## src/source/uart_pkg.sv

```systemverilog
// uart_pkg with register map, bus structs, vector typedefs and timing localparams
`default_nettype none

package uart_pkg;

    typedef logic [7:0]  uart_byte_t;   // one serial data byte
    typedef logic [15:0] baud_div_t;    // bit period in pll_clk cycles
    typedef logic [7:0]  bus_addr_t;    // register address
    typedef logic [31:0] bus_word_t;    // bus data word

    typedef struct packed {
        logic      en;                  // held until ready
        logic      wr;
        bus_addr_t addr;
        bus_word_t wdata;
    } bus_req_t;

    typedef struct packed {
        logic      ready;               // one-cycle acknowledge
        logic      err;                 // unmapped address
        bus_word_t rdata;
    } bus_rsp_t;

    // register map
    localparam bus_addr_t UART_DATA_ADDR        = 8'h00;
    localparam bus_addr_t UART_STATUS_ADDR      = 8'h04;
    localparam bus_addr_t UART_INT_ADDR         = 8'h08;
    localparam bus_addr_t UART_INT_PENDING_ADDR = 8'h0C;
    localparam bus_addr_t UART_BAUD_L_ADDR      = 8'h10;
    localparam bus_addr_t UART_BAUD_H_ADDR      = 8'h14;

    localparam int STAT_RX_READY_BIT = 0;
    localparam int STAT_TX_FULL_BIT  = 1;   // tx engine busy

    localparam int INT_RX_BIT = 0;
    localparam int INT_TX_BIT = 1;

    // sized for simulation (hardware runs 469 per bit and a gap near 843750)
    localparam baud_div_t   BAUD_DIV = 16'd16;
    localparam int unsigned ECHO_GAP = 64;

endpackage

`default_nettype wire
```

## src/source/uart_echo_top.sv

```systemverilog
// uart_echo_top joining echo controller, register block, rx and tx engines and the led
`default_nettype none

module uart_echo_top (
    input  wire logic pll_clk,
    input  wire logic rst_n,
    input  wire logic i_rx,
    output logic      o_tx,
    output logic      o_led
);
    import uart_pkg::*;

    bus_req_t   bus_req;
    bus_rsp_t   bus_rsp;
    uart_byte_t rx_byte;
    logic       rx_valid;
    uart_byte_t tx_byte;
    logic       tx_start;
    logic       tx_busy;
    baud_div_t  baud_div;
    logic       irq;

    echo_ctrl echo_ctrl_inst (
        .pll_clk (pll_clk),
        .rst_n   (rst_n),
        .i_rsp   (bus_rsp),
        .o_req   (bus_req)
    );

    uart_regs uart_regs_inst (
        .pll_clk    (pll_clk),
        .rst_n      (rst_n),
        .i_req      (bus_req),
        .o_rsp      (bus_rsp),
        .i_rx_byte  (rx_byte),
        .i_rx_valid (rx_valid),
        .i_tx_busy  (tx_busy),
        .o_tx_start (tx_start),
        .o_tx_byte  (tx_byte),
        .o_baud_div (baud_div),
        .o_irq      (irq)
    );

    uart_rx uart_rx_inst (
        .pll_clk    (pll_clk),
        .rst_n      (rst_n),
        .i_rx       (i_rx),
        .i_baud_div (baud_div),
        .o_rx_byte  (rx_byte),
        .o_rx_valid (rx_valid)
    );

    uart_tx uart_tx_inst (
        .pll_clk    (pll_clk),
        .rst_n      (rst_n),
        .i_baud_div (baud_div),
        .i_tx_start (tx_start),
        .i_tx_byte  (tx_byte),
        .o_tx       (o_tx),
        .o_tx_busy  (tx_busy)
    );

    assign o_led = ~irq;    // active-low led, on while an irq is pending

endmodule

`default_nettype wire

```

## src/source/echo_ctrl.sv

```systemverilog
// echo_ctrl bus master FSM for uart init, status polling, echo and interrupt clear
`default_nettype none

module echo_ctrl (
    input  wire logic               pll_clk,
    input  wire logic               rst_n,
    input  wire uart_pkg::bus_rsp_t i_rsp,
    output uart_pkg::bus_req_t      o_req
);
    import uart_pkg::*;

    typedef enum logic [3:0] {
        WAIT, WAIT_DELAY, INIT, WRITE_BAUD_H, WRITE_INT_EN, READ_STATUS, COMP_STATUS,
        START_ECHO, WAIT_BEFORE_ECHO, WRITE_ECHO, POLL_TX, CHECK_TX, CLEAR_INT
    } state_t;

    state_t     state;
    state_t     tag;                        // where to go once the wait ends
    logic [7:0] gap_cnt;
    uart_byte_t rd_latch;                   // low byte of the last read

    function automatic bus_req_t make_req(logic wr, bus_addr_t addr, bus_word_t wdata);
        return '{en: 1'b1, wr: wr, addr: addr, wdata: wdata};
    endfunction

    always_ff @(posedge pll_clk) begin
        if (!rst_n) begin
            o_req   <= '0;
            state   <= INIT;
            tag     <= INIT;
            gap_cnt <= '0;
        end else begin
            case (state)
                WAIT: begin
                    if (i_rsp.ready) begin
                        o_req.en <= 1'b0;
                        o_req.wr <= 1'b0;
                        state    <= tag;
                    end
                end
                WAIT_DELAY: begin
                    if (gap_cnt == '0) begin
                        state <= tag;
                    end else begin
                        gap_cnt <= gap_cnt - 1'b1;
                    end
                end
                INIT: begin
                    o_req <= make_req(1'b1, UART_BAUD_L_ADDR, 32'(BAUD_DIV[7:0]));
                    tag   <= WRITE_BAUD_H;
                    state <= WAIT;
                end
                WRITE_BAUD_H: begin
                    o_req <= make_req(1'b1, UART_BAUD_H_ADDR, 32'(BAUD_DIV[15:8]));
                    tag   <= WRITE_INT_EN;
                    state <= WAIT;
                end
                WRITE_INT_EN: begin
                    o_req <= make_req(1'b1, UART_INT_ADDR, 32'b11); // rx and tx irqs
                    tag   <= READ_STATUS;
                    state <= WAIT;
                end
                READ_STATUS: begin
                    o_req <= make_req(1'b0, UART_STATUS_ADDR, '0);
                    tag   <= COMP_STATUS;
                    state <= WAIT;
                end
                COMP_STATUS: begin
                    if (rd_latch[STAT_RX_READY_BIT] && !rd_latch[STAT_TX_FULL_BIT]) begin
                        gap_cnt <= 8'(ECHO_GAP - 1);
                        tag     <= START_ECHO;
                        state   <= WAIT_DELAY;
                    end else begin
                        o_req <= make_req(1'b0, UART_STATUS_ADDR, '0); // poll again
                        tag   <= COMP_STATUS;
                        state <= WAIT;
                    end
                end
                START_ECHO: begin
                    o_req <= make_req(1'b0, UART_DATA_ADDR, '0);
                    tag   <= WAIT_BEFORE_ECHO;
                    state <= WAIT;
                end
                WAIT_BEFORE_ECHO: begin
                    gap_cnt <= 8'(ECHO_GAP - 1);    // keeps the led lit a while
                    tag     <= WRITE_ECHO;
                    state   <= WAIT_DELAY;
                end
                WRITE_ECHO: begin
                    o_req <= make_req(1'b1, UART_DATA_ADDR, 32'(rd_latch));
                    tag   <= POLL_TX;
                    state <= WAIT;
                end
                POLL_TX: begin
                    o_req <= make_req(1'b0, UART_STATUS_ADDR, '0);
                    tag   <= CHECK_TX;
                    state <= WAIT;
                end
                CHECK_TX: begin
                    if (rd_latch[STAT_TX_FULL_BIT]) begin
                        o_req <= make_req(1'b0, UART_STATUS_ADDR, '0); // echo still on the line
                        tag   <= CHECK_TX;
                        state <= WAIT;
                    end else begin
                        state <= CLEAR_INT;
                    end
                end
                CLEAR_INT: begin
                    o_req <= make_req(1'b1, UART_INT_PENDING_ADDR, 32'b11);
                    tag   <= READ_STATUS;
                    state <= WAIT;
                end
                default: state <= READ_STATUS;
            endcase
        end
    end

    always_ff @(posedge pll_clk) begin
        if (i_rsp.ready && !o_req.wr) begin
            rd_latch <= i_rsp.rdata[7:0];
        end
    end

    // the controller only ever addresses mapped registers
    no_bus_err: assert property (
        @(posedge pll_clk) disable iff (!rst_n) i_rsp.ready |-> !i_rsp.err
    );

endmodule

`default_nettype wire

```

## src/source/uart_regs.sv

```systemverilog
// uart_regs bus register block joining rx and tx with baud, enable and pending registers
`default_nettype none

module uart_regs (
    input  wire logic                 pll_clk,
    input  wire logic                 rst_n,
    input  wire uart_pkg::bus_req_t   i_req,
    output uart_pkg::bus_rsp_t        o_rsp,
    input  wire uart_pkg::uart_byte_t i_rx_byte,
    input  wire logic                 i_rx_valid,
    input  wire logic                 i_tx_busy,
    output logic                      o_tx_start,
    output uart_pkg::uart_byte_t      o_tx_byte,
    output uart_pkg::baud_div_t       o_baud_div,
    output logic                      o_irq
);
    import uart_pkg::*;

    logic       rsp_ready;
    logic       rsp_err;
    bus_word_t  rsp_rdata;
    logic       access;                     // first cycle of an open request
    logic       wr_access;
    logic       mapped;
    bus_word_t  rd_word;
    uart_byte_t rx_hold;
    logic       rx_ready;
    uart_byte_t baud_l;
    uart_byte_t baud_h;
    logic [1:0] int_en;
    logic [1:0] int_pend;
    logic [1:0] pend_set;
    logic [1:0] pend_clr;
    logic       tx_busy_q;

    assign access     = i_req.en && !rsp_ready;
    assign wr_access  = access && i_req.wr;
    assign o_rsp      = '{ready: rsp_ready, err: rsp_err, rdata: rsp_rdata};
    assign o_baud_div = {baud_h, baud_l};
    assign o_irq      = |(int_pend & int_en);

    always_comb begin
        pend_set             = '0;
        pend_set[INT_RX_BIT] = i_rx_valid;
        pend_set[INT_TX_BIT] = tx_busy_q && !i_tx_busy;    // end of transmission
        pend_clr = '0;
        if (wr_access && i_req.addr == UART_INT_PENDING_ADDR) begin
            pend_clr = i_req.wdata[1:0];                    // write 1 to clear
        end
    end

    always_comb begin
        mapped  = 1'b1;
        rd_word = '0;
        case (i_req.addr)
            UART_DATA_ADDR:        rd_word[7:0] = rx_hold;
            UART_STATUS_ADDR: begin
                rd_word[STAT_RX_READY_BIT] = rx_ready;
                rd_word[STAT_TX_FULL_BIT]  = i_tx_busy;     // no fifo, busy means full
            end
            UART_INT_ADDR:         rd_word[1:0] = int_en;
            UART_INT_PENDING_ADDR: rd_word[1:0] = int_pend;
            UART_BAUD_L_ADDR:      rd_word[7:0] = baud_l;
            UART_BAUD_H_ADDR:      rd_word[7:0] = baud_h;
            default:               mapped = 1'b0;
        endcase
    end

    always_ff @(posedge pll_clk) begin
        if (!rst_n) begin
            rsp_ready  <= 1'b0;
            rsp_err    <= 1'b0;
            o_tx_start <= 1'b0;
            tx_busy_q  <= 1'b0;
            rx_ready   <= 1'b0;
            int_en     <= '0;
            int_pend   <= '0;
            baud_l     <= '0;
            baud_h     <= '0;
        end else begin
            rsp_ready  <= access;
            rsp_err    <= access && !mapped;
            o_tx_start <= wr_access && i_req.addr == UART_DATA_ADDR;
            tx_busy_q  <= i_tx_busy;
            int_pend   <= (int_pend & ~pend_clr) | pend_set;
            if (access && !i_req.wr && i_req.addr == UART_DATA_ADDR) begin
                rx_ready <= 1'b0;
            end
            if (i_rx_valid) begin
                rx_ready <= 1'b1;                           // new byte wins over a read
            end
            if (wr_access) begin
                case (i_req.addr)
                    UART_INT_ADDR:    int_en <= i_req.wdata[1:0];
                    UART_BAUD_L_ADDR: baud_l <= i_req.wdata[7:0];
                    UART_BAUD_H_ADDR: baud_h <= i_req.wdata[7:0];
                    default:          ;
                endcase
            end
        end
    end

    always_ff @(posedge pll_clk) begin
        if (i_rx_valid) begin
            rx_hold <= i_rx_byte;                           // overwrites an unread byte
        end
        if (wr_access && i_req.addr == UART_DATA_ADDR) begin
            o_tx_byte <= i_req.wdata[7:0];
        end
        if (access) begin
            rsp_rdata <= rd_word;
        end
    end

    // master keeps the request steady into the acknowledge cycle
    req_held_until_ready: assert property (
        @(posedge pll_clk) disable iff (!rst_n)
            i_req.en && !rsp_ready |=> i_req.en && $stable(i_req)
    );

endmodule

`default_nettype wire

```

## src/source/uart_tx.sv

```systemverilog
// uart_tx 8n1 serial transmitter sending one framed byte at a time
`default_nettype none

module uart_tx (
    input  wire logic                 pll_clk,
    input  wire logic                 rst_n,
    input  wire uart_pkg::baud_div_t  i_baud_div,
    input  wire logic                 i_tx_start,
    input  wire uart_pkg::uart_byte_t i_tx_byte,
    output logic                      o_tx,
    output logic                      o_tx_busy
);
    import uart_pkg::*;

    logic [9:0] frame;                      // stop, data, start, shifted out from bit 0
    baud_div_t  cnt;
    logic [3:0] bit_idx;

    assign o_tx = frame[0];

    always_ff @(posedge pll_clk) begin
        if (!rst_n) begin
            frame     <= '1;                // line idles high
            o_tx_busy <= 1'b0;
            cnt       <= '0;
            bit_idx   <= '0;
        end else if (!o_tx_busy) begin
            cnt     <= '0;
            bit_idx <= '0;
            if (i_tx_start && i_baud_div != '0) begin
                frame     <= {1'b1, i_tx_byte, 1'b0};
                o_tx_busy <= 1'b1;
            end
        end else if (cnt == i_baud_div - 1'b1) begin
            cnt     <= '0;
            frame   <= {1'b1, frame[9:1]};  // refill with idle level
            bit_idx <= bit_idx + 1'b1;
            if (bit_idx == 4'd9) begin
                o_tx_busy <= 1'b0;          // stop bit done
            end
        end else begin
            cnt <= cnt + 1'b1;
        end
    end

    // after ten shifts the frame must have drained back to all ones
    tx_idle_high: assert property (
        @(posedge pll_clk) disable iff (!rst_n) !o_tx_busy |-> o_tx
    );

endmodule

`default_nettype wire

```

## src/source/uart_rx.sv

```systemverilog
// uart_rx 8n1 serial receiver with mid-bit start check and lsb-first sampling
`default_nettype none

module uart_rx (
    input  wire logic                pll_clk,
    input  wire logic                rst_n,
    input  wire logic                i_rx,
    input  wire uart_pkg::baud_div_t i_baud_div,
    output uart_pkg::uart_byte_t     o_rx_byte,
    output logic                     o_rx_valid
);
    import uart_pkg::*;

    typedef enum logic [1:0] {IDLE, START, DATA, STOP} state_t;

    state_t     state;
    logic [1:0] rx_sync;                // two-flop synchroniser
    logic       rx_s;
    baud_div_t  cnt;
    baud_div_t  half_bit;
    logic       bit_end;                // last cycle of a full bit period
    logic [2:0] bit_idx;
    uart_byte_t shreg;

    assign rx_s     = rx_sync[1];
    assign half_bit = i_baud_div >> 1;
    assign bit_end  = (cnt == i_baud_div - 1'b1);

    always_ff @(posedge pll_clk) begin
        if (!rst_n) begin
            rx_sync    <= 2'b11;
            state      <= IDLE;
            cnt        <= '0;
            bit_idx    <= '0;
            o_rx_valid <= 1'b0;
        end else begin
            rx_sync    <= {rx_sync[0], i_rx};
            o_rx_valid <= 1'b0;
            case (state)
                IDLE: begin
                    cnt     <= '0;
                    bit_idx <= '0;
                    if (!rx_s && i_baud_div != '0) begin
                        state <= START;             // line dropped, maybe a start bit
                    end
                end
                START: begin
                    if (cnt == half_bit - 1'b1) begin
                        cnt   <= '0;
                        state <= rx_s ? IDLE : DATA; // high again at mid-bit is a glitch
                    end else begin
                        cnt <= cnt + 1'b1;
                    end
                end
                DATA: begin
                    if (bit_end) begin
                        cnt     <= '0;
                        bit_idx <= bit_idx + 1'b1;
                        if (bit_idx == 3'd7) begin
                            state <= STOP;
                        end
                    end else begin
                        cnt <= cnt + 1'b1;
                    end
                end
                STOP: begin
                    if (bit_end) begin
                        o_rx_valid <= rx_s;         // low stop bit drops the byte
                        state      <= IDLE;
                    end else begin
                        cnt <= cnt + 1'b1;
                    end
                end
                default: state <= IDLE;
            endcase
        end
    end

    always_ff @(posedge pll_clk) begin
        if (state == DATA && bit_end) begin
            shreg <= {rx_s, shreg[7:1]};            // lsb arrives first
        end
        if (state == STOP && bit_end) begin
            o_rx_byte <= shreg;
        end
    end

endmodule

`default_nettype wire

```

## config.mk

```make
export PLATFORM = sky130hd
export DESIGN_NAME = uart_echo_top
export DESIGN_NICKNAME = d
export VERILOG_FILES = /design/src/source/uart_pkg.sv /design/src/source/uart_echo_top.sv /design/src/source/echo_ctrl.sv /design/src/source/uart_regs.sv /design/src/source/uart_tx.sv /design/src/source/uart_rx.sv
export SDC_FILE = /design/constraint.sdc
export NUM_CORES = 1
export LEC_CHECK = 0
export ABC_AREA = 1
export BUFFER_PORTS_ARGS = -buffer_cell sky130_fd_sc_hd__buf_4
export CAP_MARGIN = 30
export CORE_MARGIN = 4
export CORE_UTILIZATION = 64
export CTS_BUF_LIST = sky130_fd_sc_hd__clkbuf_16
export DETAILED_ROUTE_END_ITERATION = 16
export PLACE_DENSITY = 0.8
export SLEW_MARGIN = 20
export SYNTH_ARGS = -nofsm -noshare
export SYNTH_HDL_FRONTEND = slang
export SYNTH_SLANG_ARGS = --single-unit
```

## constraint.sdc

```tcl
create_clock -name pll_clk -period 3.4 [get_ports pll_clk]
set_input_delay 0.17 -clock pll_clk [delete_from_list [all_inputs] [get_ports pll_clk]]
set_output_delay 0.17 -clock pll_clk [all_outputs]
set_load 0.02 [all_outputs]
```

Word-level counts from Yosys, hierarchy flattened
Cells that the tools add are included.

Bits in registers: 161. Word-level logic and storage cells: 173. Input bits: 3.

Equality and inequality tests: 38. Add/subtract/negate cells: 7. Bitwise logic cells: 7. Reductions and logical operators: 50. Mux-type cells: 41.

Operators by type and width (number): $pmux 40 s9 (1); $mux 42 (2); $pmux 16 s4 (1); $eq 16x16->1 (3); $mux 16 (3); $pmux 4 s10 (1); $add 16x1->16 const B (2); $mux 10 (3); $eq 4x4->1 const B (6); $pmux 4 s6 (1); $pmux 8 s3 (1); $ne 2x1->1 const B (9); $pmux 6 s3 (1); $eq 4x3->1 const B (4); $eq 8x4->1 const B (2); $eq 8x5->1 const B (2); $logic_not 8->1 (2); $mux 2 (8); $mux 4 (4); $mux 8 (2); $reduce_and 2->1 (8); $reduce_bool 16->1 (1); $sub 15x1->16 const B (1); $sub 16x1->16 const B (1); 36 further kinds (74).

Logic depth before layout (Yosys ltp)
Gate-level depths: netlist (run 1).

Depth after elaboration: 8. Mapped depth: 19. Mapped depth without buffers: 18.

Cells and area by module
Synthesis (run 1) repeated with hierarchy kept, for this count alone.

Cell total of the unflattened synthesis: 1338. Area, all modules: 9419.0 sq um.

Modules (own cells, without submodules): uart_rx (cells an instance 457, instances 1, area each 3019.1 sq um); uart_regs (cells an instance 250, instances 1, area each 2224.6 sq um); uart_tx (cells an instance 349, instances 1, area each 2152.1 sq um); echo_ctrl (cells an instance 281, instances 1, area each 2019.4 sq um); uart_echo_top (cells an instance 1, instances 1, area each 3.8 sq um).

Least setup slack after synthesis (run 1)
OpenSTA, ideal clock, no wires.

Path type: reg-to-reg. Start point: register uart_regs_inst.baud_l[2]. End point: register uart_rx_inst.shreg[0], enable pin. Arrival time: 2.015 ns. Path slack: 1.033 ns. Cell stages (with the launch flop): 15. Buffers on the path: 0. Period minus slack after synthesis: 2.367 ns. Library setup time: 0.352 ns. Path through: dfxtp_1 -> inv_1 -> ha_1 -> nand2_2 -> nand2_1 -> nand2_1 -> nand2_1 -> nand2_1 -> nor2_2 -> nand2_1 -> nor2_1 -> nand3_1 -> nor2_2 -> nand2_1 -> nor2_2.

Longest elaborated chain between the ends: 3.

RTL lines: from (decl) (RTL line uart_regs.sv:28) `uart_byte_t baud_l;`; from (signal assigned) (RTL line uart_regs.sv:95) `UART_BAUD_L_ADDR: baud_l <= i_req.wdata[7:0];`; $sub 16x1->16 (RTL line uart_rx.sv:27) `assign bit_end = (cnt == i_baud_div - 1'b1);`; $eq 16x16->1 (RTL line uart_rx.sv:27); $logic_and 1x1->1 (RTL line uart_rx.sv:80) `if (state == DATA && bit_end) begin`; to (signal assigned) (RTL line uart_rx.sv:81) `shreg <= {rx_s, shreg[7:1]};`; to (decl) (RTL line uart_rx.sv:23) `uart_byte_t shreg;`.

No other way between the ends. A chain may end at the register's enable or synchronous reset.

Final worst setup path (run 1)
Start point: register uart_regs_inst.baud_l[2]. End point: register uart_rx_inst.cnt[0].

Longest elaborated chain between the ends: 4. Elaborated cells on any way between the ends: 8.

RTL lines: $sub 16x1->16 / $sub 15x1->16 (equally long branches) (RTL line uart_rx.sv:27, uart_rx.sv:48); $eq 16x16->1 (on tied branches) (RTL line uart_rx.sv:27, uart_rx.sv:48); $mux 16 (on tied branches) (RTL line uart_rx.sv:56, uart_rx.sv:48); $pmux 16 s4 (RTL line uart_rx.sv:39) `case (state)`; to (signal assigned) (RTL line uart_rx.sv:52) `cnt <= cnt + 1'b1;`; to (signal assigned) (RTL line uart_rx.sv:63) `cnt <= cnt + 1'b1;`; to (signal assigned) (RTL line uart_rx.sv:71) `cnt <= cnt + 1'b1;`; to (decl) (RTL line uart_rx.sv:19) `baud_div_t cnt;`.

Parallel ways exist; a longest one is shown, timed or not.

==> flow_summary.json, run 1 <==
{
  "post_cts_buffers": 0,
  "worstSetupPathType": "register to register",
  "antenna_cells": 0,
  "yosysWarnings": 0,
  "ys_ff_latch": 155,
  "final_nets": 1150,
  "period_needed_ps": 2900,
  "place_area_sq_um": 8610,
  "htree_levels": 4,
  "maxCapViolCount": 0,
  "endpoint_kind": "register",
  "antenna_found_initial": 0,
  "clock_latency_ps": 440,
  "setup_viol": 0,
  "peakVddDrop_mv": 0.505,
  "crit_buf_inv": 2,
  "hold-path-cell-count": 2,
  "min_period_over_period_pct": 85.3,
  "grt_pass1_wl_microns": 35400,
  "avgRoutedWirePerCell_microns": 16.5,
  "relSlewSlack_pct": 51.7,
  "pwr-share-comb_pct": 13.9,
  "synth-async-reset-ratio_pct": 0,
  "pre_cts_slack_ps": 533,
  "path_cells": "inv_1 > ha_1 > nand2_2 > nand2_1 > nand2_1 > nand2_1 > nand2_1 > nor2_2 > nand2_1 > nor2_1 > nand3_1 > nor2_2 > nand3_4 > inv_1 > o21ai_0 > a21oi_1",
  "tightest_slew_ps": 722,
  "synth-edff-count": 48,
  "grt_pass1_vias": 7009,
  "layout-drive-gt1-share_pct": 8.26,
  "instances_no_fill": 1322,
  "p_leak_nw": 3.85,
  "synth_top_area_share_pct": 25.3,
  "n_fill_cell": 1031,
  "drtPass1Iterations": 6,
  "ioPinCount": 5,
  "p_switching_mw": 1.32,
  "die_x_microns": 123,
  "ant_nets": 0,
  "clock.fmax_ghz": 0.345,
  "synth_flop_cell": "dfxtp_1",
  "critPathMaxStageDelay_ps": 350,
  "route.detailed.vias_per_inst": 5.68,
  "io_buffers": 4,
  "clock_path_buffers": 2,
  "die_area_sq_um": 15100,
  "status": "complete, no violations",
  "slew_viol_final": 0,
  "final_cell_area_sq_um": 9250,
  "cp_data_arrival_time_ps": 3260,
  "synth_seq_area_share_pct": 42.4,
  "worstPathRequired_ps": 3760,
  "netlist_instances": 1131,
  "wirelength_microns": 21900,
  "synth_cell_types": 50,
  "fin_ws_ps": 500,
  "hp-class": "input port to register",
  "fin_tns_setup_ps": 0,
  "rsz0062_at_grt": "no",
  "r2r_cells": 16,
  "die_h_microns": 123,
  "syn_to_final_growth_pct": 9.32,
  "cts.sinks": 155,
  "drc": 0,
  "gp_congestion": 0.950,
  "synth_top_area_cell": "dfxtp_1",
  "p_clk_share_pct": 42.9,
  "cts_resized": 0,
  "vias": 7508,
  "syn-cell-area_sq_um": 8460,
  "drtIter0Drc": 813,
  "path_clk_slew_ps": 70,
  "crit_family": "simple AND/OR/NAND/NOR gates",
  "synth.avg_cell_area_sq_um": 7.48,
  "cts_root_buf": "clkbuf_16",
  "cp-start-kind": "register",
  "fin_util_pct": 72.4,
  "std_cell_rows": 41,
  "start_util_pct": 66.2,
  "cp_slowest_cell": "dfxtp_1",
  "cts_tree": "built",
  "numCtsBuffers": 17,
  "cellPowerDensity_nw_per_um2": 501,
  "hold_viol": 0,
  "hold_slack_ps": 119,
  "grtUsageTotal_pct": 30.5,
  "grt_max_degree": 41,
  "p_int_mw": 3.31,
  "place_inst": 1288,
  "finalPower_mw": 4.63,
  "cp_max_fo": 17,
  "overflow": 0,
  "core_area_sq_um": 12800,
  "dp_hpwl_microns": 16100,
  "cpMostUsedCell": "nand2_1",
  "seqPwrFrac_pct": 43.2,
  "syn_nets": 1144,
  "yosys-top-cells-area": "dfxtp_1, edfxtp_1, nand2_1",
  "cp.depth": 16,
  "skew_ps": 10.0,
  "p_sw_share_pct": 28.6
}
-- synth_stat cells (all sizes together) (9+ instances only) --
| library cell | count |
|---|---|
| nand3 | 104 |
| dfxtp | 107 |
| nor2 | 173 |
| nand2 | 261 |
| clkbuf | 16 |
| xor2 | 44 |
| a21oi | 53 |
| xnor2 | 11 |
| ha | 10 |
| nor4 | 9 |
| o21ai | 42 |
| edfxtp | 48 |
| nor3 | 26 |
| inv | 142 |
| nand4 | 18 |
-- worst register-to-register path: stages (launching register included) --
cell     delay (ps)
dfxtp_1         350
inv_1           160
ha_1            320
nand2_2         150
nand2_1         100
nand2_1          90
nand2_1          60
nand2_1          60
nor2_2          190
nand2_1          80
nor2_1          100
nand3_1          90
nor2_2          180
nand3_4         220
inv_1           350
o21ai_0         140
a21oi_1         170
-- worst paths after layout --
path	start	end	slack, ps
worst min-delay path	rst_n	echo_ctrl_inst.tag[1]	120
worst min register to register	uart_rx_inst.o_rx_byte[7]	uart_regs_inst.rx_hold[7]	410
worst max-delay path	uart_regs_inst.baud_l[2]	uart_rx_inst.cnt[0]	500
worst max register to register	uart_regs_inst.baud_l[2]	uart_rx_inst.cnt[0]	500
-- layout make-up --
class | instances | area, sq um | share of cell area, %
tap | 172 | 215 | 2.33
inverter | 147 | 552 | 5.97
multi-input combinational | 805 | 4190 | 45.3
sequential | 155 | 3580 | 38.8
clock buffer | 17 | 425 | 4.60
clock inverter | 15 | 186 | 2.02
timing repair buffer | 11 | 92.6 | 1.00
-- placed cells by master, fill, tap and decap left out, types with 4 or more instances in the layout --
| master | n |
|---|---|
| nand4_1 | 18 |
| nor3_2 | 4 |
| edfxtp_1 | 48 |
| a31oi_1 | 8 |
| xor2_1 | 42 |
| clkbuf_16 | 17 |
| nand3_1 | 99 |
| a221oi_1 | 4 |
| o21ai_0 | 37 |
| clkinv_1 | 5 |
| buf_4 | 9 |
| nand3b_1 | 8 |
| o21ai_1 | 5 |
| inv_1 | 139 |
| xnor2_1 | 11 |
| nor2_1 | 155 |
| nor3b_1 | 7 |
| or2_2 | 4 |
| nor4_1 | 9 |
| dfxtp_1 | 107 |
| nor2_4 | 8 |
| nand2_4 | 5 |
| ha_1 | 10 |
| o221ai_1 | 6 |
| nor3_1 | 22 |
| nand2_1 | 246 |
| nor2_2 | 9 |
| inv_6 | 4 |
| nand2_2 | 10 |
| a21oi_1 | 52 |
-- sequential cells by signal, summed over array words and instances (netlist names), 2 cells and up, named ones only --
register	flops
uart_rx_inst.o_rx_byte	8
uart_rx_inst.cnt	16
uart_regs_inst.int_pend	2
echo_ctrl_inst.tag	4
uart_regs_inst.baud_h	8
uart_rx_inst.shreg	8
uart_tx_inst.cnt	16
uart_regs_inst.o_tx_byte	8
uart_regs_inst.baud_l	8
uart_regs_inst.rx_hold	8
uart_rx_inst.rx_sync	2
echo_ctrl_inst.o_req	13
uart_tx_inst.frame	9
echo_ctrl_inst.gap_cnt	8
echo_ctrl_inst.state	4
echo_ctrl_inst.rd_latch	8
uart_rx_inst.bit_idx	3
uart_tx_inst.bit_idx	4
uart_regs_inst.int_en	2
uart_regs_inst.rsp_rdata	8
-- routing by layer --
metal / track usage (%) / up-vias / part of all wire (%)
met3: 6.36 / 52 / 6.6
li1: - / 3707 / -
met5: 0 / - / 0
met1: 40.5 / 3449 / 44
met2: 49.0 / 300 / 46
met4: 12.1 / 0 / 3.5
-- cells by family (layout without fill, tap and decap cells) --
group	Yosys count	count (layout)	share of synthesized area, %
AOI/OAI and AO/OA	128	128	8.77
xor gates and xnor gates	55	55	5.87
adders and majority gates	10	10	1.48
buffers and inverters	171	190	8.08
DFF	155	155	42.4
and+or+nand+nor	612	612	33.4
-- power by group through the flow --
stage / combinational (mW) / clock (mW) / sequential [mW]
after CTS: 0.630 / 2.00 / 2.00
after global routing: 0.718 / 2.09 / 2.00
after floorplan: 0.492 / 0 / 2.02
after detailed placement: 0.620 / 0 / 2.04
final: 0.645 / 1.99 / 2.00
after global placement: 0.621 / 0 / 2.04
-- what timing repair did --
item,in CTS,in global routing
hold buffers,1,0
endpoints found under the setup margin,0,0
endpoints found under the hold margin,1,0
(Power assumes the default switching activity.)
==> inputs of run 2 (changes only) <==
--- a/config.mk
+++ b/config.mk
@@ -12,7 +12,7 @@
 export CORE_UTILIZATION = 64
 export CTS_BUF_LIST = sky130_fd_sc_hd__clkbuf_16
 export DETAILED_ROUTE_END_ITERATION = 16
-export PLACE_DENSITY = 0.8
+export PLACE_DENSITY = 0.91
 export SLEW_MARGIN = 20
 export SYNTH_ARGS = -nofsm -noshare
 export SYNTH_HDL_FRONTEND = slang
==> run 2 against run 1 <==
Net effect:
- critical path type unchanged
- flip-flop and latch count is the same
- largest power group unchanged
- largest cell class unchanged
- via count grew 1.9%
- sequential share of layout area grew 0.45 points
- clock-buffer cell count is the same
- power shrank 5.6%
- highest routed layer unchanged
- sequential power is essentially flat
==> flow_summary.json, run 2 (synthesized netlist as in run 1, its figures left out) <==
{
  "status": "complete, no violations",
  "drtPass1Iterations": 6,
  "most-common-layout-cells": "nand2_1, nor2_1, inv_1",
  "cpMostUsedCell": "nand2_1",
  "instances_no_fill": 1321,
  "r2r_slack_ps": 490,
  "cellPowerDensity_nw_per_um2": 478,
  "worstSetupPathType": "register to register",
  "endpoint_kind": "register",
  "drtIter0Drc": 870,
  "finalPower_mw": 4.37,
  "gp_congestion": 0.967,
  "final_cell_area_sq_um": 9140,
  "hp-class": "input port to register",
  "pre_cts_slack_ps": 539,
  "skew_ps": 8.30,
  "place_area_sq_um": 8610,
  "grt_max_degree": 41,
  "fin_ws_ps": 485,
  "setup_viol": 0,
  "reg.largest.list": "uart_rx_inst.cnt x16, uart_tx_inst.cnt x16, echo_ctrl_inst.o_req x13",
  "cts_resized": 0,
  "period_needed_ps": 2910,
  "rsz0062_at_grt": "no",
  "grtUsageTotal_pct": 31.4,
  "crit_family": "simple AND/OR/NAND/NOR gates",
  "start_util_pct": 66.2,
  "cp_slowest_cell": "nor2_2",
  "ant_nets": 0,
  "syn_to_final_growth_pct": 8.06,
  "grt_pass1_vias": 7313,
  "p_leak_nw": 3.83,
  "std_cell_rows": 41,
  "hold_slack_ps": 160,
  "cp_data_arrival_time_ps": 2980,
  "path_cells": "inv_1 > ha_1 > nand2_2 > nand2_1 > nand2_1 > nand2_1 > nand2_1 > nor2_2 > nand2_1 > nor2_1 > nand3_1 > nor2_2 > nand2_1 > nor2_2",
  "io_buffers": 4,
  "numCtsBuffers": 17,
  "timing.rr.start": "uart_regs_inst.baud_l[2]",
  "clock.fmax_ghz": 0.343,
  "grt_pass1_wl_microns": 36700,
  "crit_buf_inv": 1,
  "cp.depth": 14,
  "antenna_found_initial": 0,
  "cp_max_fo": 11,
  "die_h_microns": 123,
  "dp_hpwl_microns": 16400,
  "r2r_cells": 14,
  "clock_path_buffers": 2,
  "layout-drive-gt1-share_pct": 7.48,
  "wirelength_microns": 22100,
  "fin_util_pct": 71.6,
  "r2r_end": "uart_rx_inst.shreg[0]",
  "peakVddDrop_mv": 0.412,
  "ff_latch_area_sq_um": 3580,
  "critPathCapture": "uart_rx_inst.shreg[0]",
  "mostFrequentLayoutCell": "nand2_1",
  "critPathMaxStageDelay_ps": 420,
  "hold_viol": 0,
  "die_area_sq_um": 15100,
  "cts.sinks": 155,
  "worstPathRequired_ps": 3470,
  "cts_tree": "built",
  "antenna_cells": 0,
  "drc": 0,
  "route.detailed.vias_per_inst": 5.79,
  "vias": 7647,
  "n_fill_cell": 998,
  "clock_latency_ps": 430,
  "core_area_sq_um": 12800,
  "die_x_microns": 123,
  "post_cts_buffers": 0,
  "cp-start-kind": "register",
  "htree_levels": 4,
  "relSlewSlack_pct": 50.8,
  "cts_root_buf": "clkbuf_16",
  "ioPinCount": 5,
  "multiInputGateArea_sq_um": 4190,
  "final_nets": 1149,
  "maxCapViolCount": 0,
  "cp-startpoint": "uart_regs_inst.baud_l[2]",
  "avgRoutedWirePerCell_microns": 16.7,
  "tightest_slew_ps": 738,
  "place_inst": 1288,
  "path_clk_slew_ps": 60,
  "min_period_over_period_pct": 85.7,
  "overflow": 0,
  "fin_tns_setup_ps": 0,
  "slew_viol_final": 0
}
[run 2: cell types whose count changed in the layout (fill, tap and decap cells not counted), moves of 2 or more]
cell,change
bufinv_16,-2
inv_6,-3
clkinv_4,-2
clkinvlp_4,-3
clkinv_2,+2
inv_1,+6
clkinv_1,+2
[run 2: how the worst min path moves through the flow]
stage	from	endpoint	slack, ps	cells past startpoint
after global routing	rst_n	uart_tx_inst.frame[0]	150	2
final	rst_n	uart_tx_inst.frame[2]	160	2
after detailed placement	i_rx	uart_rx_inst.rx_sync[0]	360	2
after global placement	i_rx	uart_rx_inst.rx_sync[0]	360	2
after CTS	rst_n	echo_ctrl_inst.state[1]	150	2
after floorplan	i_rx	uart_rx_inst.rx_sync[0]	280	1
[run 2: timing repair]
| action | CTS | global route |
|---|---|---|
| hold buffers | 1 | 0 |
| hold endpoints to repair | 1 | 0 |
| endpoints found under the setup margin | 0 | 0 |
[run 2: where the power goes]
| group | switching [mW] | internal (mW) | total (mW) |
|---|---|---|---|
| registers | 0.0451 | 1.95 | 2.00 |
| logic | 0.461 | 0.187 | 0.648 |
| clock network | 0.743 | 0.980 | 1.72 |
[run 2: layout make-up]
class                      instances  area share [%]
inverter                         147            6.04
sequential                       155            39.2
tap                              172            2.35
clock inverter                    15            1.04
clock buffer                      17            4.65
timing repair buffer              10           0.849
multi-input combinational        805            45.9
[run 2: worst register-to-register path, delay by kind of cell (launching register included)]
family        cells  cell delay (ps)
fa+ha+maj         1              330
flops             1              350
buf+inv           1              160
simple gates     12             1700
[run 2: routing by layer]
metal | track usage, % | part of all wire (%)
met2 | 51.2 | 46
met5 | 0 | 0
met1 | 40.8 | 42
met3 | 7.69 | 8.3
met4 | 10.8 | 3.3
==> inputs of run 3 (changes only) <==
--- a/config.mk
+++ b/config.mk
@@ -10,7 +10,6 @@
 export CAP_MARGIN = 30
 export CORE_MARGIN = 4
 export CORE_UTILIZATION = 64
-export CTS_BUF_LIST = sky130_fd_sc_hd__clkbuf_16
 export DETAILED_ROUTE_END_ITERATION = 16
 export PLACE_DENSITY = 0.91
 export SLEW_MARGIN = 20
==> run 3 against run 2 <==
Net effect:
- sequential power barely moved
- setup slack gained 20 ps
- wire length increased by 1.1%
- power grew 1.7%
- non-clock buffer count stayed put
==> flow_summary.json, run 3 (synthesized netlist as in run 1, its figures left out) <==
{
  "status": "complete, no violations",
  "clock.fmax_ghz": 0.345,
  "cts_resized": 0,
  "worstSetupPathType": "register to register",
  "core_area_sq_um": 12800,
  "die_x_microns": 123,
  "vias": 7658,
  "cts_root_buf": "clkbuf_16",
  "pre_cts_slack_ps": 539,
  "cts.sinks": 155,
  "cp_data_arrival_time_ps": 2970,
  "die_h_microns": 123,
  "worstPathRequired_ps": 3470,
  "min_period_over_period_pct": 85.1,
  "drtPass1Iterations": 6,
  "ioPinCount": 5,
  "hold_start": "rst_n",
  "io_buffers": 4,
  "ant_nets": 0,
  "place_inst": 1288,
  "grt_max_degree": 41,
  "numCtsBuffers": 17,
  "layout-drive-gt1-share_pct": 7.75,
  "period_needed_ps": 2890,
  "whs_endpoint": "uart_tx_inst.frame[2]",
  "drc": 0,
  "wirelength_microns": 22300,
  "r2r_end": "uart_rx_inst.shreg[0]",
  "cp_max_fo": 11,
  "endpoint_kind": "register",
  "instances_no_fill": 1321,
  "cp-start-kind": "register",
  "path_clk_slew_ps": 60,
  "cts_hold_buf": 1,
  "avgRoutedWirePerCell_microns": 16.9,
  "grt_pass1_wl_microns": 36900,
  "reg.largest.list": "uart_rx_inst.cnt x16, uart_tx_inst.cnt x16, echo_ctrl_inst.o_req x13",
  "r2r_slack_ps": 510,
  "cellPowerDensity_nw_per_um2": 485,
  "route.detailed.vias_per_inst": 5.80,
  "gp_congestion": 0.967,
  "htree_levels": 4,
  "syn_to_final_growth_pct": 8.34,
  "hp-class": "input port to register",
  "std_cell_rows": 41,
  "hold-path-cell-count": 2,
  "final_nets": 1149,
  "maxCapViolCount": 0,
  "start_util_pct": 66.2,
  "cts_tree": "built",
  "rsz0062_at_grt": "no",
  "hold_viol": 0,
  "relSlewSlack_pct": 50.7,
  "overflow": 0,
  "skew_ps": 7.53,
  "die_area_sq_um": 15100,
  "tightest_slew_ps": 739,
  "post_cts_buffers": 0,
  "n_fill_cell": 994,
  "grt_pass1_vias": 7384,
  "mostFrequentLayoutCell": "nand2_1",
  "grtUsageTotal_pct": 31.5,
  "peakVddDrop_mv": 0.411,
  "r2r_cells": 14,
  "fin_tns_setup_ps": 0,
  "dp_hpwl_microns": 16400,
  "antenna_cells": 0,
  "most-common-layout-cells": "nand2_1, nor2_1, inv_1",
  "drtIter0Drc": 840,
  "clock_latency_ps": 430,
  "clock_path_buffers": 2,
  "fin_ws_ps": 505,
  "antenna_found_initial": 0,
  "setup_viol": 0,
  "timing.rr.start": "uart_regs_inst.baud_l[2]",
  "p_leak_nw": 3.82,
  "slew_viol_final": 0
}
-- run 3: cell types whose count changed in the layout (fill, tap and decap cells not counted), sizes merged --
cell    previous run  this run
clkbuf            17        25
inv              150       144
clkinv            11         9
-- run 3: layout make-up --
type	instances	area, sq um	share of cell area (%)
multi-input cells	805	4190	45.7
flip-flops and latches	155	3580	39.1
inverters	147	552	6.02
clock buffers	25	479	5.23
well taps	172	215	2.35
repair buffers	10	77.6	0.847
clock inverters	7	65.1	0.710
-- run 3: critical path, cell delays in order, from the launching register on --
cell	delay [ps]
dfxtp_1	350
inv_1	160
ha_1	320
nand2_2	160
nand2_1	100
nand2_1	100
nand2_1	70
nand2_1	60
nor2_2	180
nand2_1	70
nor2_1	80
nand3_1	80
nor2_2	200
nand2_1	170
nor2_2	420
-- run 3: through the flow --
| step | util (%) | total power, mW | instance area, sq um | hold WS (ps) |
|---|---|---|---|---|
| 2_1_floorplan | - | 2.52 | 8460 | 277 |
| 4_1_cts | 71.7 | 4.44 | 9160 | 148 |
| 6_report | 71.7 | 4.44 | 9160 | 164 |
| 5_1_grt | 71.7 | 4.62 | 9160 | 164 |
| 3_5_place_dp | 67.4 | 2.66 | 8610 | 362 |
| 3_3_place_gp | 67.4 | 2.65 | 8610 | 361 |
-- run 3: worst max-delay path by stage --
stage	startpoint	endpoint	slack, ps	cells past startpoint
floorplan	uart_regs_inst.baud_l[2]	uart_rx_inst.shreg[0]	1030	14
global placement	uart_regs_inst.baud_l[1]	uart_rx_inst.shreg[0]	630	12
detailed placement	uart_regs_inst.baud_l[2]	uart_rx_inst.shreg[1]	540	12
CTS	uart_regs_inst.baud_l[2]	uart_rx_inst.shreg[3]	530	12
global route	uart_regs_inst.baud_l[2]	uart_rx_inst.cnt[0]	190	16
finish	uart_regs_inst.baud_l[2]	uart_rx_inst.shreg[0]	510	14
-- run 3: where the power goes --
part	switching, mW	total [mW]	internal (mW)
clock network	0.742	1.79	1.05
logic	0.463	0.650	0.187
registers	0.0456	2.00	1.95
-- run 3: per-layer routing --
metal / track usage [%] / up-vias / wire length (microns)
met5: 0 / - / 0
met4: 11.7 / 0 / 694
met3: 6.45 / 64 / 1690
met2: 52.3 / 370 / 10400
met1: 40.7 / 3516 / 9490
li1: - / 3708 / -
